$ cat src/hw/gpu_reg_pkg.sv
// bus word type, operating mode enum and register word addresses
`default_nettype none

package gpu_reg_pkg;

    // one data or address word on either bus
    typedef logic [31:0] bus_word_t;

    // operating mode as written by software, full word wide
    typedef enum logic [31:0] {
        mode_none        = 32'd0,
        mode_cube        = 32'd1,  // not implemented, completes at once
        mode_clear_frame = 32'd2,
        mode_clear_depth = 32'd3
    } gpu_mode_e;

    // word addresses of the slave registers
    // 4..7 and 9 and up are unmapped and read zero
    typedef enum logic [31:0] {
        reg_frame_ptr = 32'd0,
        reg_start     = 32'd1,
        reg_done      = 32'd2,
        reg_zbuf_ptr  = 32'd3,
        reg_mode      = 32'd8
    } reg_addr_e;

endpackage

`default_nettype wire

$ cat src/hw/gpu_frame_pkg.sv
// frame geometry defaults, pixel size, clear patterns and clear target enum
`default_nettype none

package gpu_frame_pkg;

    parameter int DEFAULT_FRAME_WIDTH  = 320;
    parameter int DEFAULT_FRAME_HEIGHT = 240;

    // address step between two pixels
    parameter int unsigned PIXEL_BYTES = 4;

    parameter logic [31:0] SKY_COLOR = 32'h0087CEEB;  // 00 RR GG BB
    parameter logic [31:0] DEPTH_FAR = 32'h7FFFFFFF;  // largest positive depth

    // which buffer a clear run fills
    typedef enum logic {
        target_frame = 1'b0,
        target_depth = 1'b1
    } clear_target_e;

endpackage

`default_nettype wire

$ cat src/hw/gpu_ctrl_if.sv
// control interface between register file, sequencer and clear engine
`timescale 1ns/1ns
`default_nettype none

interface gpu_ctrl_if
    import gpu_reg_pkg::*;
();

    bus_word_t frame_ptr;  // frame buffer base
    bus_word_t zbuf_ptr;   // depth buffer base
    gpu_mode_e mode;
    logic      start;
    logic      set_done;   // one cycle, run complete

    // register file owns the software visible state
    modport regs (
        output frame_ptr,
        output zbuf_ptr,
        output mode,
        output start,
        input  set_done
    );

    modport seq (
        input  mode,
        input  start,
        output set_done
    );

    // clear engine only needs the base pointers
    modport clear (
        input  frame_ptr,
        input  zbuf_ptr
    );

endinterface

`default_nettype wire

$ cat src/hw/gpu_regs.sv
// slave register file: write decode, read mux and done flag
`timescale 1ns/1ns
`default_nettype none

module gpu_regs
    import gpu_reg_pkg::*;
(
    input  wire logic      CLK,
    input  wire logic      RESET,
    input  wire logic      slave_chipselect,
    input  wire logic      slave_read,
    input  wire logic      slave_write,
    input  wire bus_word_t slave_address,
    input  wire bus_word_t slave_writedata,
    output bus_word_t      slave_readdata,
    gpu_ctrl_if.regs       ctrl
);

    bus_word_t frame_ptr;
    bus_word_t zbuf_ptr;
    gpu_mode_e mode;
    logic      start;
    logic      done;
    logic      wr_en;
    logic      rd_en;

    assign wr_en = slave_chipselect && slave_write;
    assign rd_en = slave_chipselect && slave_read;

    // register write, takes effect on the next edge
    always_ff @(posedge CLK) begin
        if (RESET) begin
            frame_ptr <= '0;
            zbuf_ptr  <= '0;
            mode      <= mode_none;
            start     <= 1'b0;
            done      <= 1'b0;
        end else begin
            if (wr_en) begin
                case (slave_address)
                    reg_frame_ptr: frame_ptr <= slave_writedata;
                    reg_start:     start     <= slave_writedata[0];
                    reg_zbuf_ptr:  zbuf_ptr  <= slave_writedata;
                    reg_mode:      mode      <= gpu_mode_e'(slave_writedata);
                    default: ;
                endcase
            end
            // completion wins over software
            if (ctrl.set_done) begin
                done <= 1'b1;
            end else if (wr_en && slave_address == reg_done) begin
                done <= slave_writedata[0];
            end
        end
    end

    // read mux, same cycle
    always_comb begin
        slave_readdata = '0;
        if (rd_en) begin
            case (slave_address)
                reg_frame_ptr: slave_readdata = frame_ptr;
                reg_start:     slave_readdata = {31'd0, start};
                reg_done:      slave_readdata = {31'd0, done};
                reg_zbuf_ptr:  slave_readdata = zbuf_ptr;
                reg_mode:      slave_readdata = bus_word_t'(mode);
                default:       slave_readdata = '0;  // unmapped
            endcase
        end
    end

    assign ctrl.frame_ptr = frame_ptr;
    assign ctrl.zbuf_ptr  = zbuf_ptr;
    assign ctrl.mode      = mode;
    assign ctrl.start     = start;

    // software clearing done while the sequencer completes would lose the event
    a_no_done_race : assert property (
        @(posedge CLK) disable iff (RESET)
        !(ctrl.set_done && wr_en && slave_address == reg_done)
    );

endmodule

`default_nettype wire

$ cat src/hw/gpu_sequencer.sv
// run sequencer: idle, running and done, with mode dispatch
`timescale 1ns/1ns
`default_nettype none

module gpu_sequencer
    import gpu_reg_pkg::*;
    import gpu_frame_pkg::*;
(
    input  wire logic CLK,
    input  wire logic RESET,
    gpu_ctrl_if.seq   ctrl,
    output logic      clear_go,
    output clear_target_e clear_target,
    input  wire logic clear_finish
);

    typedef enum logic [1:0] {
        st_idle,
        st_running,
        st_done
    } run_state_e;

    run_state_e    state;
    logic          run_clear;   // current run is a buffer clear
    clear_target_e run_target;
    logic          mode_is_clear;

    assign mode_is_clear = (ctrl.mode == mode_clear_frame) ||
                           (ctrl.mode == mode_clear_depth);

    // run kind is captured when leaving idle so a mode write mid run is harmless
    always_ff @(posedge CLK) begin
        if (RESET) begin
            state      <= st_idle;
            run_clear  <= 1'b0;
            run_target <= target_frame;
        end else begin
            case (state)
                st_idle: begin
                    if (ctrl.start) begin
                        state      <= st_running;
                        run_clear  <= mode_is_clear;
                        run_target <= (ctrl.mode == mode_clear_depth) ? target_depth
                                                                      : target_frame;
                    end
                end
                st_running: begin
                    if (ctrl.set_done) begin
                        state <= st_done;
                    end
                end
                st_done: begin
                    if (!ctrl.start) begin  // wait for software to drop start
                        state <= st_idle;
                    end
                end
                default: state <= st_idle;
            endcase
        end
    end

    assign clear_go     = (state == st_running) && run_clear;
    assign clear_target = run_target;

    // unsupported modes finish in their first running cycle
    assign ctrl.set_done = (state == st_running) && (run_clear ? clear_finish : 1'b1);

    // the clear engine may only finish a clear run that is in progress
    a_finish_in_clear_run : assert property (
        @(posedge CLK) disable iff (RESET)
        clear_finish |-> state == st_running && run_clear
    );

endmodule

`default_nettype wire

$ cat src/hw/buffer_clear.sv
// clear engine: word counter and master write generator
`timescale 1ns/1ns
`default_nettype none

module buffer_clear
    import gpu_reg_pkg::*;
    import gpu_frame_pkg::*;
#(
    parameter int FRAME_WIDTH  = DEFAULT_FRAME_WIDTH,
    parameter int FRAME_HEIGHT = DEFAULT_FRAME_HEIGHT
) (
    input  wire logic      CLK,
    input  wire logic      RESET,
    gpu_ctrl_if.clear      ctrl,
    input  wire logic      clear_go,
    input  wire clear_target_e clear_target,
    output logic           clear_finish,
    output logic           master_chipselect,
    output logic           master_write,
    output bus_word_t      master_address,
    output bus_word_t      master_writedata,
    input  wire logic      master_waitrequest,
    input  wire logic      master_writeresponsevalid
);

    localparam int NUM_WORDS = FRAME_WIDTH * FRAME_HEIGHT;
    localparam int CNT_W     = $clog2(NUM_WORDS + 1);

    logic [CNT_W-1:0] count;    // word index inside the buffer
    logic             active;
    logic             go_q;
    logic             go_rise;
    logic             accept;
    logic             last_word;
    bus_word_t        base;

    assign go_rise   = clear_go && !go_q;
    assign accept    = active && master_writeresponsevalid && !master_waitrequest;
    assign last_word = (count == CNT_W'(NUM_WORDS - 1));

    assign clear_finish = accept && last_word;

    always_ff @(posedge CLK) begin
        if (RESET) begin
            go_q   <= 1'b0;
            active <= 1'b0;
            count  <= '0;
        end else begin
            go_q <= clear_go;
            if (!clear_go) begin
                active <= 1'b0;  // run withdrawn
            end else if (go_rise) begin
                active <= 1'b1;
                count  <= '0;
            end else if (clear_finish) begin
                active <= 1'b0;
            end else if (accept) begin
                count <= count + 1'b1;
            end
        end
    end

    assign base = (clear_target == target_depth) ? ctrl.zbuf_ptr : ctrl.frame_ptr;

    // write held until the slave responds without waitrequest
    assign master_chipselect = active;
    assign master_write      = active;
    assign master_address    = base + bus_word_t'(count) * PIXEL_BYTES;
    assign master_writedata  = (clear_target == target_depth) ? DEPTH_FAR : SKY_COLOR;

    a_hold_pending_word : assert property (
        @(posedge CLK) disable iff (RESET)
        (master_write && !accept && clear_go) |=>
            master_write && $stable(master_address) && $stable(master_writedata)
    );

endmodule

`default_nettype wire

$ cat src/hw/gpu_core.sv
// top level: register file, sequencer and clear engine on slave and master ports
`timescale 1ns/1ns
`default_nettype none

module gpu_core
    import gpu_reg_pkg::*;
    import gpu_frame_pkg::*;
#(
    parameter int FRAME_WIDTH  = DEFAULT_FRAME_WIDTH,
    parameter int FRAME_HEIGHT = DEFAULT_FRAME_HEIGHT
) (
    input  wire logic      CLK,
    input  wire logic      RESET,
    // register slave
    input  wire logic      slave_chipselect,
    input  wire logic      slave_read,
    input  wire logic      slave_write,
    input  wire bus_word_t slave_address,
    input  wire bus_word_t slave_writedata,
    output bus_word_t      slave_readdata,
    // memory master, write only
    output logic           master_chipselect,
    output logic           master_write,
    output bus_word_t      master_address,
    output bus_word_t      master_writedata,
    input  wire logic      master_waitrequest,
    input  wire logic      master_writeresponsevalid
);

    logic          clear_go;
    clear_target_e clear_target;
    logic          clear_finish;

    gpu_ctrl_if ctrl_if ();

    gpu_regs i_regs (
        .CLK              (CLK),
        .RESET            (RESET),
        .slave_chipselect (slave_chipselect),
        .slave_read       (slave_read),
        .slave_write      (slave_write),
        .slave_address    (slave_address),
        .slave_writedata  (slave_writedata),
        .slave_readdata   (slave_readdata),
        .ctrl             (ctrl_if.regs)
    );

    gpu_sequencer i_sequencer (
        .CLK          (CLK),
        .RESET        (RESET),
        .ctrl         (ctrl_if.seq),
        .clear_go     (clear_go),
        .clear_target (clear_target),
        .clear_finish (clear_finish)
    );

    buffer_clear #(
        .FRAME_WIDTH  (FRAME_WIDTH),
        .FRAME_HEIGHT (FRAME_HEIGHT)
    ) i_clear (
        .CLK                       (CLK),
        .RESET                     (RESET),
        .ctrl                      (ctrl_if.clear),
        .clear_go                  (clear_go),
        .clear_target              (clear_target),
        .clear_finish              (clear_finish),
        .master_chipselect         (master_chipselect),
        .master_write              (master_write),
        .master_address            (master_address),
        .master_writedata          (master_writedata),
        .master_waitrequest        (master_waitrequest),
        .master_writeresponsevalid (master_writeresponsevalid)
    );

endmodule

`default_nettype wire

$ cat config.mk
export PLATFORM = sky130hd
export DESIGN_NAME = gpu_core
export DESIGN_NICKNAME = d
export VERILOG_FILES = /design/src/hw/gpu_reg_pkg.sv /design/src/hw/gpu_frame_pkg.sv /design/src/hw/gpu_ctrl_if.sv /design/src/hw/gpu_regs.sv /design/src/hw/gpu_sequencer.sv /design/src/hw/buffer_clear.sv /design/src/hw/gpu_core.sv
export SDC_FILE = /design/constraint.sdc
export NUM_CORES = 1
export LEC_CHECK = 0
export ABC_AREA = 1
export BUFFER_PORTS_ARGS = -buffer_cell sky130_fd_sc_hd__buf_2
export CORE_ASPECT_RATIO = 1.5
export CORE_MARGIN = 2
export CORE_UTILIZATION = 35
export CTS_CLUSTER_DIAMETER = 150
export CTS_CLUSTER_SIZE = 30
export DETAILED_ROUTE_END_ITERATION = 8
export GPL_TIMING_DRIVEN = 0
export SLEW_MARGIN = 10
export SYNTH_ARGS = -nofsm -noshare
export SYNTH_HDL_FRONTEND = slang
export SYNTH_HIERARCHICAL = 1
export SYNTH_SLANG_ARGS = --single-unit
export TNS_END_PERCENT = 30
$ cat constraint.sdc
create_clock -name CLK -period 3.8 [get_ports CLK]
set_clock_uncertainty 0.1 [all_clocks]
set_input_delay 1.14 -clock CLK [delete_from_list [all_inputs] [get_ports CLK]]
set_output_delay 1.14 -clock CLK [all_outputs]
set_load 0.005 [all_outputs]
==> impl_metrics.env, run 1 <==
export IMPL_violations="negative setup slack"
export IMPL_slowest_stage="dfxtp_4"
export IMPL_fin_ws_ns=-0.156
export IMPL_fillCellCount=2493
export IMPL_ios=169
export IMPL_synth_main_ff_cell="dfxtp_1"
export IMPL_clock_sinks=121
export IMPL_p_switching_w=0.000681
export IMPL_die_w_um=132
export IMPL_vias=9991
export IMPL_r2r_cells=10
export IMPL_place_hpwl_mm=23.9
export IMPL_antenna_found_initial=1
export IMPL_finalHoldViolCount=0
export IMPL_grt_usage_pct=23.8
export IMPL_yosysUniqueCellTypes=35
export IMPL_setup_tns_ns=-1.66
export IMPL_layout_area_overhead_vs_synth_pct=39.1
export IMPL_syn_area_per_cell_um2=5.86
export IMPL_grt_pass1_vias=9446
export IMPL_n_antenna_cell=0
export IMPL_crit_family="simple AND/OR/NAND/NOR gates"
export IMPL_regArea_mm2=0.00243
export IMPL_yosysMostFrequentCell="nand2_1"
export IMPL_max_stage_delay_ns=0.44
export IMPL_wl_per_cell_um=15.9
export IMPL_max_freq_mhz=253
export IMPL_rrSetupSlack_ns=1.77
export IMPL_ctsRootBufferMaster="clkbuf_16"
export IMPL_crit_chain="inv_12 -> buf_12 -> buf_8 -> buf_6 -> nand2_4 -> nand2_4 -> ha_4 -> nand2_4 -> inv_4 -> nand2_4 -> nor2_1 -> nand2_1 -> nand3_4 -> nand2_2 -> nand2_2 -> nand3_2 -> nand2_2 -> buf_2"
export IMPL_grt_pass1_wl_mm=48.1
export IMPL_first_pass_iters=5
export IMPL_ys_top_cells_by_count="nand2_1, nor2_1, inv_1, dfxtp_1, nand3_1"
export IMPL_clk_pin_slew_ns=0.05
export IMPL_hold_ws_ns=0.364
export IMPL_crit_path_frequent_cell="nand2_4"
export IMPL_vias_per_cell=4.93
export IMPL_worstPathMaxFanout=7
export IMPL_gp_congestion=0.959
export IMPL_crit_type="flip-flop to primary output"
export IMPL_core_area_mm2=0.0243
export IMPL_worst_slew_pin_slew_ns=0.657
export IMPL_p_clk_share_pct=55.6
export IMPL_crit_required_ns=2.56
export IMPL_postCtsHoldBufs=0
export IMPL_cp_depth=18
export IMPL_row_count=70
export IMPL_antenna_left=0
export IMPL_final_nets=1781
export IMPL_cp_startpoint="i_sequencer/clear_target"
export IMPL_grt_max_degree=18
export IMPL_outcome="finished, violations left"
export IMPL_p_comb_share_pct=4.8
export IMPL_slew_viol_final=0
export IMPL_min_path_type="flip-flop to flip-flop"
export IMPL_synth_area_mm2=0.00859
export IMPL_end_kind="primary output"
export IMPL_cts_tree="yes"
export IMPL_synth_async_reset_ratio_pct=0
export IMPL_yosys_warnings=6
export IMPL_crit_path_end="master_address[25]"
export IMPL_h_tree_depth=4
export IMPL_initial_core_util_pct=35.4
export IMPL_io_buffers=152
export IMPL_crit_buf_inv=6
export IMPL_overflow=0
export IMPL_synth_seq_area_share_pct=28.2
export IMPL_synth_top_area_share_pct=28.2
export IMPL_finalSetupViolCount=30
export IMPL_rsz0062_at_grt="true"
export IMPL_chipHeight_um=196
export IMPL_synth_edf_count=0
export IMPL_drive_above_1_share_pct=32.2
export IMPL_dieArea_mm2=0.0258
export IMPL_p_leak_nw=5.88
export IMPL_cts_buffers=17
export IMPL_multi_input_area_mm2=0.00596
export IMPL_irDropWorstVdd_uv=321
export IMPL_seqPwrFrac_pct=39.7
export IMPL_p_per_area_mw_per_mm2=268
export IMPL_max_slew_margin_rel_pct=56.2
export IMPL_wirelength_mm=32.3
export IMPL_synth_cells=1466
export IMPL_timing_rr_start="i_sequencer/state[0]"
export IMPL_clockBufferDepth=2
export IMPL_max_cap_violations=0
export IMPL_p_int_w=0.00252
export IMPL_drc=0
export IMPL_r2r_end="i_clear/count[4]"
export IMPL_arrival_ns=2.72
export IMPL_fin_crit_sh_pct=104
export IMPL_ys_ff_latch=121
export IMPL_synth_area_top_cells="dfxtp_1, nand2_1, nor2_1, inv_1, nand3_1"
export IMPL_p_sw_share_pct=21.3
export IMPL_worstSetupStartpointType="flip-flop"
export IMPL_fin_crit_ns=3.96
export IMPL_drt_iter0_drc=620
export IMPL_clock_latency_ns=0.42
export IMPL_finish_instance_area_mm2=0.0119
export IMPL_dpl_cell_area_mm2=0.00981
export IMPL_synth_top_area_cell="dfxtp_1"
## area by class of cell
type	instances	share of cell area [%]
multi-input combinational	1115	49.9
sequential	121	20.3
timing repair buffer	194	10.2
buffer	84	5.78
inverter	158	5.12
clock buffer	22	3.89
tap	324	3.39
clock inverter	9	1.42
## registers in the layout (all words and copies together), names as in the netlist
name / flops
i_clear/count: 17
i_clear/go_q: 1
i_clear/master_chipselect: 1
i_regs/ctrl.frame_ptr: 32
i_regs/ctrl.mode: 32
i_regs/ctrl.start: 1
i_regs/ctrl.zbuf_ptr: 32
i_regs/done: 1
i_sequencer/clear_target: 1
i_sequencer/run_clear: 1
i_sequencer/state: 2
## stage by stage
step                      cells  util [%]  power (W)  setup WS (ns)
after floorplan            1480         -    0.00136         0.0925
after global placement     1956      40.4    0.00143         -0.907
after detailed placement   1956      40.4    0.00143         -0.971
after CTS                  2013      46.5    0.00319         -0.171
after global routing       2027      49.2    0.00328         -0.218
final                      2027      49.2    0.00320         -0.156
## power groups by stage
stage	Clock, W	Sequential, W	Combinational, W
floorplan	0	0.00130	0.0000590
global placement	0	0.00130	0.000134
detailed placement	0	0.00130	0.000134
CTS	0.00179	0.00127	0.000135
global route	0.00184	0.00127	0.000165
finish	0.00178	0.00127	0.000153
## placed cells by master, fill, tap and decap left out, types with 8 or more instances in the layout
cell | netlist | routed
nand3_2 | 1 | 13
buf_4 | 36 | 67
o21ai_1 | 19 | 18
buf_2 | 15 | 151
nand2_1 | 484 | 397
nand2_2 | 19 | 84
clkbuf_1 | 20 | 20
nor2_2 | 27 | 47
buf_12 | 0 | 10
nand3_1 | 92 | 76
a21oi_2 | 1 | 8
dfxtp_1 | 121 | 120
ha_4 | 0 | 17
nand2_4 | 3 | 25
nor2_1 | 247 | 211
inv_1 | 148 | 130
nor2_4 | 6 | 22
a21oi_1 | 68 | 59
inv_2 | 7 | 22
o21ai_0 | 62 | 60
conb_1 | 2 | 16
xor2_1 | 15 | 15
buf_6 | 14 | 27
clkbuf_16 | 0 | 18
nand4_1 | 16 | 16
## cells by family after synthesis
logic type / Yosys count / share of synthesized area, %
xor gates and xnor gates: 18 / 1.84
AOI/OAI and AO/OA: 156 / 9.28
buffers and inverters: 244 / 13.7
adders and majority gates: 19 / 2.86
other: 2 / 0.0874
DFF: 121 / 28.2
and+or+nand+nor: 906 / 44.1
## worst min path at each step
stage / start / endpoint / cells past startpoint
after floorplan: i_clear/go_q / i_clear/master_chipselect / 1
after global placement: i_clear/go_q / i_clear/master_chipselect / 1
after detailed placement: i_regs/ctrl.zbuf_ptr[25] / i_regs/ctrl.zbuf_ptr[25] / 2
after CTS: i_regs/ctrl.zbuf_ptr[25] / i_regs/ctrl.zbuf_ptr[25] / 2
after global routing: i_regs/ctrl.frame_ptr[27] / i_regs/ctrl.frame_ptr[27] / 2
final: i_clear/go_q / i_clear/master_chipselect / 1
## timing repair
item / in CTS / in global routing
buffers inserted: 28 / 14
gates cloned: 0 / 0
pin swaps: 32 / 104
gates resized for setup: 149 / 151
setup endpoints to repair: 60 / 57
## layer usage
layer | part of all wire, % | track usage (%)
met1 | 37 | 25.1
met2 | 52 | 44.1
met3 | 5.5 | 3.72
met4 | 5.4 | 14.2
met5 | 0.025 | 0
## worst reg2reg max path, stage by stage (launching register included)
cell and delay [ns]:
dfxtp_1 0.30, inv_1 0.05, nor2_1 0.13, inv_1 0.08
nor2_1 0.15, inv_1 0.11, nor2_2 0.26, clkinv_1 0.31
nand2_2 0.25, nand2_1 0.08, a21oi_1 0.15
Note: power is estimated with default switching activity, not from simulation.
==> inputs of run 2 (changes only) <==
--- a/config.mk
+++ b/config.mk
@@ -9,11 +9,13 @@
 export BUFFER_PORTS_ARGS = -buffer_cell sky130_fd_sc_hd__buf_2
 export CORE_ASPECT_RATIO = 1.5
 export CORE_MARGIN = 2
-export CORE_UTILIZATION = 35
+export CORE_UTILIZATION = 45
+export CTS_BUF_LIST = sky130_fd_sc_hd__clkbuf_4 sky130_fd_sc_hd__clkbuf_8 sky130_fd_sc_hd__clkbuf_16
 export CTS_CLUSTER_DIAMETER = 150
 export CTS_CLUSTER_SIZE = 30
 export DETAILED_ROUTE_END_ITERATION = 8
 export GPL_TIMING_DRIVEN = 0
+export PLACE_DENSITY = 0.7
 export SLEW_MARGIN = 10
 export SYNTH_ARGS = -nofsm -noshare
 export SYNTH_HDL_FRONTEND = slang
==> run 2 against run 1 <==
Compared with the run above:
- the flow still finishes with violations (negative setup slack)
- clock-buffer cell count is 3 lower
- clock power decreased by 5%
- combinational power about the same
- core utilization is 15 points higher
- setup slack improved by 0.020 ns
- power fell by 2.9%
- register-to-register slack got worse by 0.02 ns
- global-route usage rose by 5.6 points
==> impl_metrics.env, run 2 (synthesis results as in run 1) <==
export IMPL_initial_core_util_pct=46.1
export IMPL_worstPathMaxFanout=8
export IMPL_use_met3_pct=5.45
export IMPL_clock_latency_ns=0.42
export IMPL_arrival_ns=2.70
export IMPL_crit_buf_inv=6
export IMPL_io_buffers=152
export IMPL_final_nets=1780
export IMPL_final_common_cell="nand2_1"
export IMPL_p_sw_share_pct=23.1
export IMPL_drive_above_1_share_pct=32.1
export IMPL_antenna_left=0
export IMPL_die_w_um=117
export IMPL_min_path_type="flip-flop to flip-flop"
export IMPL_gp_congestion=0.925
export IMPL_drc=0
export IMPL_max_cap_violations=0
export IMPL_crit_family="buffers and inverters"
export IMPL_ctsRootBufferMaster="clkbuf_16"
export IMPL_fin_crit_sh_pct=104
export IMPL_crit_chain="inv_8 -> buf_12 -> buf_12 -> nand2_1 -> nand2_2 -> ha_4 -> buf_4 -> nand2_2 -> inv_2 -> a21oi_1 -> nand2_2 -> a21oi_2 -> xnor2_1 -> buf_2"
export IMPL_finalSetupViolCount=28
export IMPL_p_clk_share_pct=54.3
export IMPL_p_comb_share_pct=4.9
export IMPL_grt_usage_pct=29.4
export IMPL_place_hpwl_mm=22.2
export IMPL_irDropWorstVdd_uv=212
export IMPL_row_count=61
export IMPL_wl_per_cell_um=16.1
export IMPL_core_area_mm2=0.0186
export IMPL_wirelength_mm=31.5
export IMPL_fin_crit_ns=3.94
export IMPL_chipHeight_um=173
export IMPL_max_stage_delay_ns=0.43
export IMPL_antenna_found_initial=0
export IMPL_finalPower_w=0.00311
export IMPL_slowest_stage="dfxtp_4"
export IMPL_seqPwrFrac_pct=40.8
export IMPL_grt_busiest_layer="met2"
export IMPL_clock_sinks=121
export IMPL_grt_max_degree=18
export IMPL_cts_buffers=17
export IMPL_p_int_w=0.00239
export IMPL_rsz0062_at_grt="true"
export IMPL_fin_ws_ns=-0.136
export IMPL_grt_pass1_vias=9366
export IMPL_layout_area_overhead_vs_synth_pct=38.5
export IMPL_vias_per_cell=5.18
export IMPL_clockBufferDepth=2
export IMPL_grt_util_met2_pct=52.7
export IMPL_violations="negative setup slack"
export IMPL_use_met1_pct=31.4
export IMPL_end_kind="primary output"
export IMPL_worstSetupStartpointType="flip-flop"
export IMPL_hold_ws_ns=0.369
export IMPL_slew_viol_final=0
export IMPL_finalHoldViolCount=0
export IMPL_max_freq_mhz=254
export IMPL_grt_pass1_wl_mm=46.4
export IMPL_p_per_area_mw_per_mm2=261
export IMPL_place_ws_ns=-0.846
export IMPL_clk_pin_slew_ns=0.06
export IMPL_first_pass_iters=6
export IMPL_n_antenna_cell=0
export IMPL_crit_path_frequent_cell="nand2_2"
export IMPL_dieArea_mm2=0.0202
export IMPL_p_switching_w=0.000718
export IMPL_p_leak_nw=5.90
export IMPL_max_slew_margin_rel_pct=57.2
export IMPL_vias=10100
export IMPL_crit_type="flip-flop to primary output"
export IMPL_h_tree_depth=4
export IMPL_worst_slew_pin_slew_ns=0.641
export IMPL_overflow=0
export IMPL_reg_largest_list="i_regs/ctrl.frame_ptr x32, i_regs/ctrl.mode x32, i_regs/ctrl.zbuf_ptr x32"
export IMPL_layout_common_cells="nand2_1, nor2_1, buf_2"
export IMPL_cts_tree="yes"
export IMPL_outcome="finished, violations left"
export IMPL_ios=169
export IMPL_crit_required_ns=2.56
export IMPL_drt_iter0_drc=850
[run 2: area by class of cell]
cell class / instances / area, µm²
buffer: 84 / 721
clock buffer: 19 / 447
clock inverter: 13 / 169
fill: 1751 / 6730
inverter: 158 / 612
multi-input combinational: 1115 / 5950
sequential: 121 / 2430
tap: 252 / 315
timing repair buffer: 193 / 1260
[run 2: metal layers]
layer	wire length [µm]	vias up	part of all wire, %
met5	0	-	0
met4	1980	0	6.3
met3	2150	129	6.8
met2	16100	498	51
met1	11200	4572	36
li1	-	4937	-
[run 2: worst paths after layout]
path	start	endpoint	slack, ns	cells after the start
max reg2reg	i_clear/count[0]	i_regs/done	1.75	13
max	i_sequencer/clear_target	master_address[17]	-0.14	14
min reg2reg	i_clear/go_q	i_clear/master_chipselect	0.37	1
min	i_clear/go_q	i_clear/master_chipselect	0.37	1
[run 2: power groups by stage]
| stage | Sequential [W] | Combinational (W) | Clock, W |
|---|---|---|---|
| floorplan | 0.00130 | 0.0000590 | 0 |
| global placement | 0.00130 | 0.000130 | 0 |
| detailed placement | 0.00130 | 0.000131 | 0 |
| CTS | 0.00127 | 0.000132 | 0.00170 |
| global route | 0.00127 | 0.000164 | 0.00175 |
| finish | 0.00127 | 0.000151 | 0.00169 |
[run 2: stage by stage]
step	instance area (µm²)	utilization (%)	TNS (ns)	instances
after floorplan	8640	-	0	1480
after global placement	9720	52.2	-17.49	1884
after detailed placement	9720	52.2	-18.91	1884
after CTS	11100	59.6	-1.33	1939
after global routing	11900	63.9	-5.84	1955
final	11900	63.9	-1.56	1955
[run 2: timing repair]
item,4_1_cts,5_1_grt
endpoints found under the setup margin,61,56
gates cloned,2,3
pin swaps,18,83
gates resized for setup,126,174
buffers inserted,23,13
hold buffers,0,0
endpoints found under the hold margin,0,0
==> inputs of run 3 (changes only) <==
--- a/config.mk
+++ b/config.mk
@@ -10,7 +10,7 @@
 export CORE_ASPECT_RATIO = 1.5
 export CORE_MARGIN = 2
 export CORE_UTILIZATION = 45
-export CTS_BUF_LIST = sky130_fd_sc_hd__clkbuf_4 sky130_fd_sc_hd__clkbuf_8 sky130_fd_sc_hd__clkbuf_16
+export CTS_BUF_LIST = sky130_fd_sc_hd__clkbuf_2 sky130_fd_sc_hd__clkbuf_4 sky130_fd_sc_hd__clkbuf_8
 export CTS_CLUSTER_DIAMETER = 150
 export CTS_CLUSTER_SIZE = 30
 export DETAILED_ROUTE_END_ITERATION = 8
==> constraint.sdc (replaced) <==
create_clock -name CLK -period 3.8 [get_ports CLK]
set_clock_uncertainty 0.1 [all_clocks]
set_input_delay 0.76 -clock CLK [delete_from_list [all_inputs] [get_ports CLK]]
set_output_delay 0.76 -clock CLK [all_outputs]
set_load 0.005 [all_outputs]
==> run 3 against run 2 <==
Compared with the run above:
- the run now ends clean
- setup slack gained 0.28 ns
- core utilization shrank 7.6 points
- cell area shrank 12%
- routed wire length shrank 8.8%
- largest cell class unchanged
- clock power shrank 25%
- register-to-register slack lost 0.03 ns
- largest power group is now registers
- sequential share of layout area grew 2.8 points
- global-route usage shrank 1.1 points
- maximum frequency grew 7.7%
- critical path depth grew 3
- hold slack lost 0.026 ns
- combinational power shrank 12%
==> impl_metrics.env, run 3 (synthesis results as in run 1) <==
export IMPL_grt_pass1_wl_mm=44.5
export IMPL_h_tree_depth=4
export IMPL_fin_crit_ns=3.65
export IMPL_drc=0
export IMPL_fin_crit_sh_pct=96.1
export IMPL_dpl_cell_area_mm2=0.00972
export IMPL_worstPathMaxFanout=5
export IMPL_grt_util_met2_pct=51.2
export IMPL_crit_type="flip-flop to primary output"
export IMPL_io_buffers=152
export IMPL_clock_sinks=121
export IMPL_cts_tree="yes"
export IMPL_vias_per_cell=4.98
export IMPL_antenna_found_initial=0
export IMPL_chipHeight_um=173
export IMPL_drive_above_1_share_pct=21.1
export IMPL_crit_buf_inv=7
export IMPL_worstSetupStartpointType="flip-flop"
export IMPL_final_nets=1747
export IMPL_end_kind="primary output"
export IMPL_n_antenna_cell=0
export IMPL_crit_required_ns=2.94
export IMPL_worst_slew_pin_slew_ns=0.644
export IMPL_place_hpwl_mm=22.4
export IMPL_cts_buffers=17
export IMPL_utilization_pct=56.3
export IMPL_slowest_stage="dfxtp_4"
export IMPL_fillCellCount=1970
export IMPL_reg_largest_list="i_regs/ctrl.frame_ptr x32, i_regs/ctrl.mode x32, i_regs/ctrl.zbuf_ptr x32"
export IMPL_layout_common_cells="nand2_1, nor2_1, buf_2"
export IMPL_layout_area_overhead_vs_synth_pct=22.0
export IMPL_drt_iter0_drc=557
export IMPL_grt_busiest_layer="met2"
export IMPL_arrival_ns=2.79
export IMPL_grt_max_degree=18
export IMPL_finalHoldViolCount=0
export IMPL_final_common_cell="nand2_1"
export IMPL_p_per_area_mw_per_mm2=255
export IMPL_dieArea_mm2=0.0202
export IMPL_row_count=61
export IMPL_finish_instance_area_mm2=0.0105
export IMPL_finalSetupViolCount=0
export IMPL_p_leak_nw=5.31
export IMPL_use_met1_pct=30.9
export IMPL_clock_latency_ns=0.46
export IMPL_irDropWorstVdd_uv=227
export IMPL_grt_usage_pct=28.3
export IMPL_hold_ws_ns=0.343
export IMPL_crit_chain="inv_8 -> buf_12 -> buf_8 -> nand2_1 -> nand2_2 -> ha_4 -> inv_1 -> fa_2 -> inv_2 -> buf_4 -> nand3_1 -> nand3_2 -> nand2_1 -> nand2_1 -> nand3_1 -> nand2_1 -> buf_2"
export IMPL_final_cells=1922
export IMPL_use_met3_pct=4.48
export IMPL_vias=9573
export IMPL_gp_congestion=0.933
export IMPL_outcome="completed"
export IMPL_initial_core_util_pct=46.1
export IMPL_grt_pass1_vias=9033
export IMPL_ios=169
export IMPL_wirelength_mm=28.7
export IMPL_wl_per_cell_um=14.9
export IMPL_max_slew_margin_rel_pct=57.1
export IMPL_max_cap_violations=0
export IMPL_overflow=0
export IMPL_clk_pin_slew_ns=0.10
export IMPL_max_stage_delay_ns=0.40
export IMPL_first_pass_iters=5
export IMPL_crit_path_frequent_cell="nand2_1"
export IMPL_crit_family="simple AND/OR/NAND/NOR gates"
export IMPL_dp_cells=1884
export IMPL_min_path_type="flip-flop to flip-flop"
export IMPL_die_w_um=117
export IMPL_rsz0062_at_grt="true"
export IMPL_antenna_left=0
export IMPL_max_freq_mhz=274
export IMPL_clockBufferDepth=2
export IMPL_core_area_mm2=0.0186
export IMPL_slew_viol_final=0
export IMPL_ctsRootBufferMaster="clkbuf_8"
## run 3: stage by stage
step	power [W]	setup slack [ns]	setup TNS (ns)
after CTS	0.00268	0.0113	0
final	0.00267	0.147	0
after global routing	0.00275	-0.0211	-0.0340
after detailed placement	0.00143	-0.764	-13.05
after floorplan	0.00136	0.308	0
after global placement	0.00143	-0.770	-13.01
## run 3: final cells by class
type                            count  area [µm²]  share of cell area [%]
Timing Repair Buffer              160         851                    8.12
Tap cell                          252         315                    3.01
Clock buffer                       18         241                    2.31
Sequential cell                   121        2430                    23.2
Buffer                             84         617                    5.89
Clock inverter                     14         184                    1.76
Inverter                          158         601                    5.73
Multi-Input combinational cell   1115        5240                    50.0
## run 3: repair_timing
item,CTS,global route
cloned,0,1
pin swaps,0,3
buffers inserted,4,3
hold buffers,0,0
gates resized for setup,23,35
endpoints found under the setup margin,30,17
endpoints found under the hold margin,0,0
## run 3: final timing paths
path / startpoint / end / slack [ns] / cells past startpoint
max: i_sequencer/clear_target / master_address[24] / 0.15 / 17
min: i_clear/go_q / i_clear/master_chipselect / 0.34 / 1
max reg2reg: i_clear/count[0] / i_regs/done / 1.72 / 13
min reg2reg: i_clear/go_q / i_clear/master_chipselect / 0.34 / 1
## run 3: where the power goes
| part | leakage [nW] | switching [W] | internal (W) |
|---|---|---|---|
| combinational | 4.12 | 0.0000831 | 0.0000504 |
| sequential | 0.975 | 0.0000000000240 | 0.00127 |
| clock | 0.209 | 0.000598 | 0.000672 |
| total | 5.31 | 0.000681 | 0.00199 |
## run 3: layer usage
layer	part of all wire [%]	up-vias
li1	-	4873
met1	38	4291
met2	52	338
met3	5.5	71
met4	4.6	0
met5	0	-
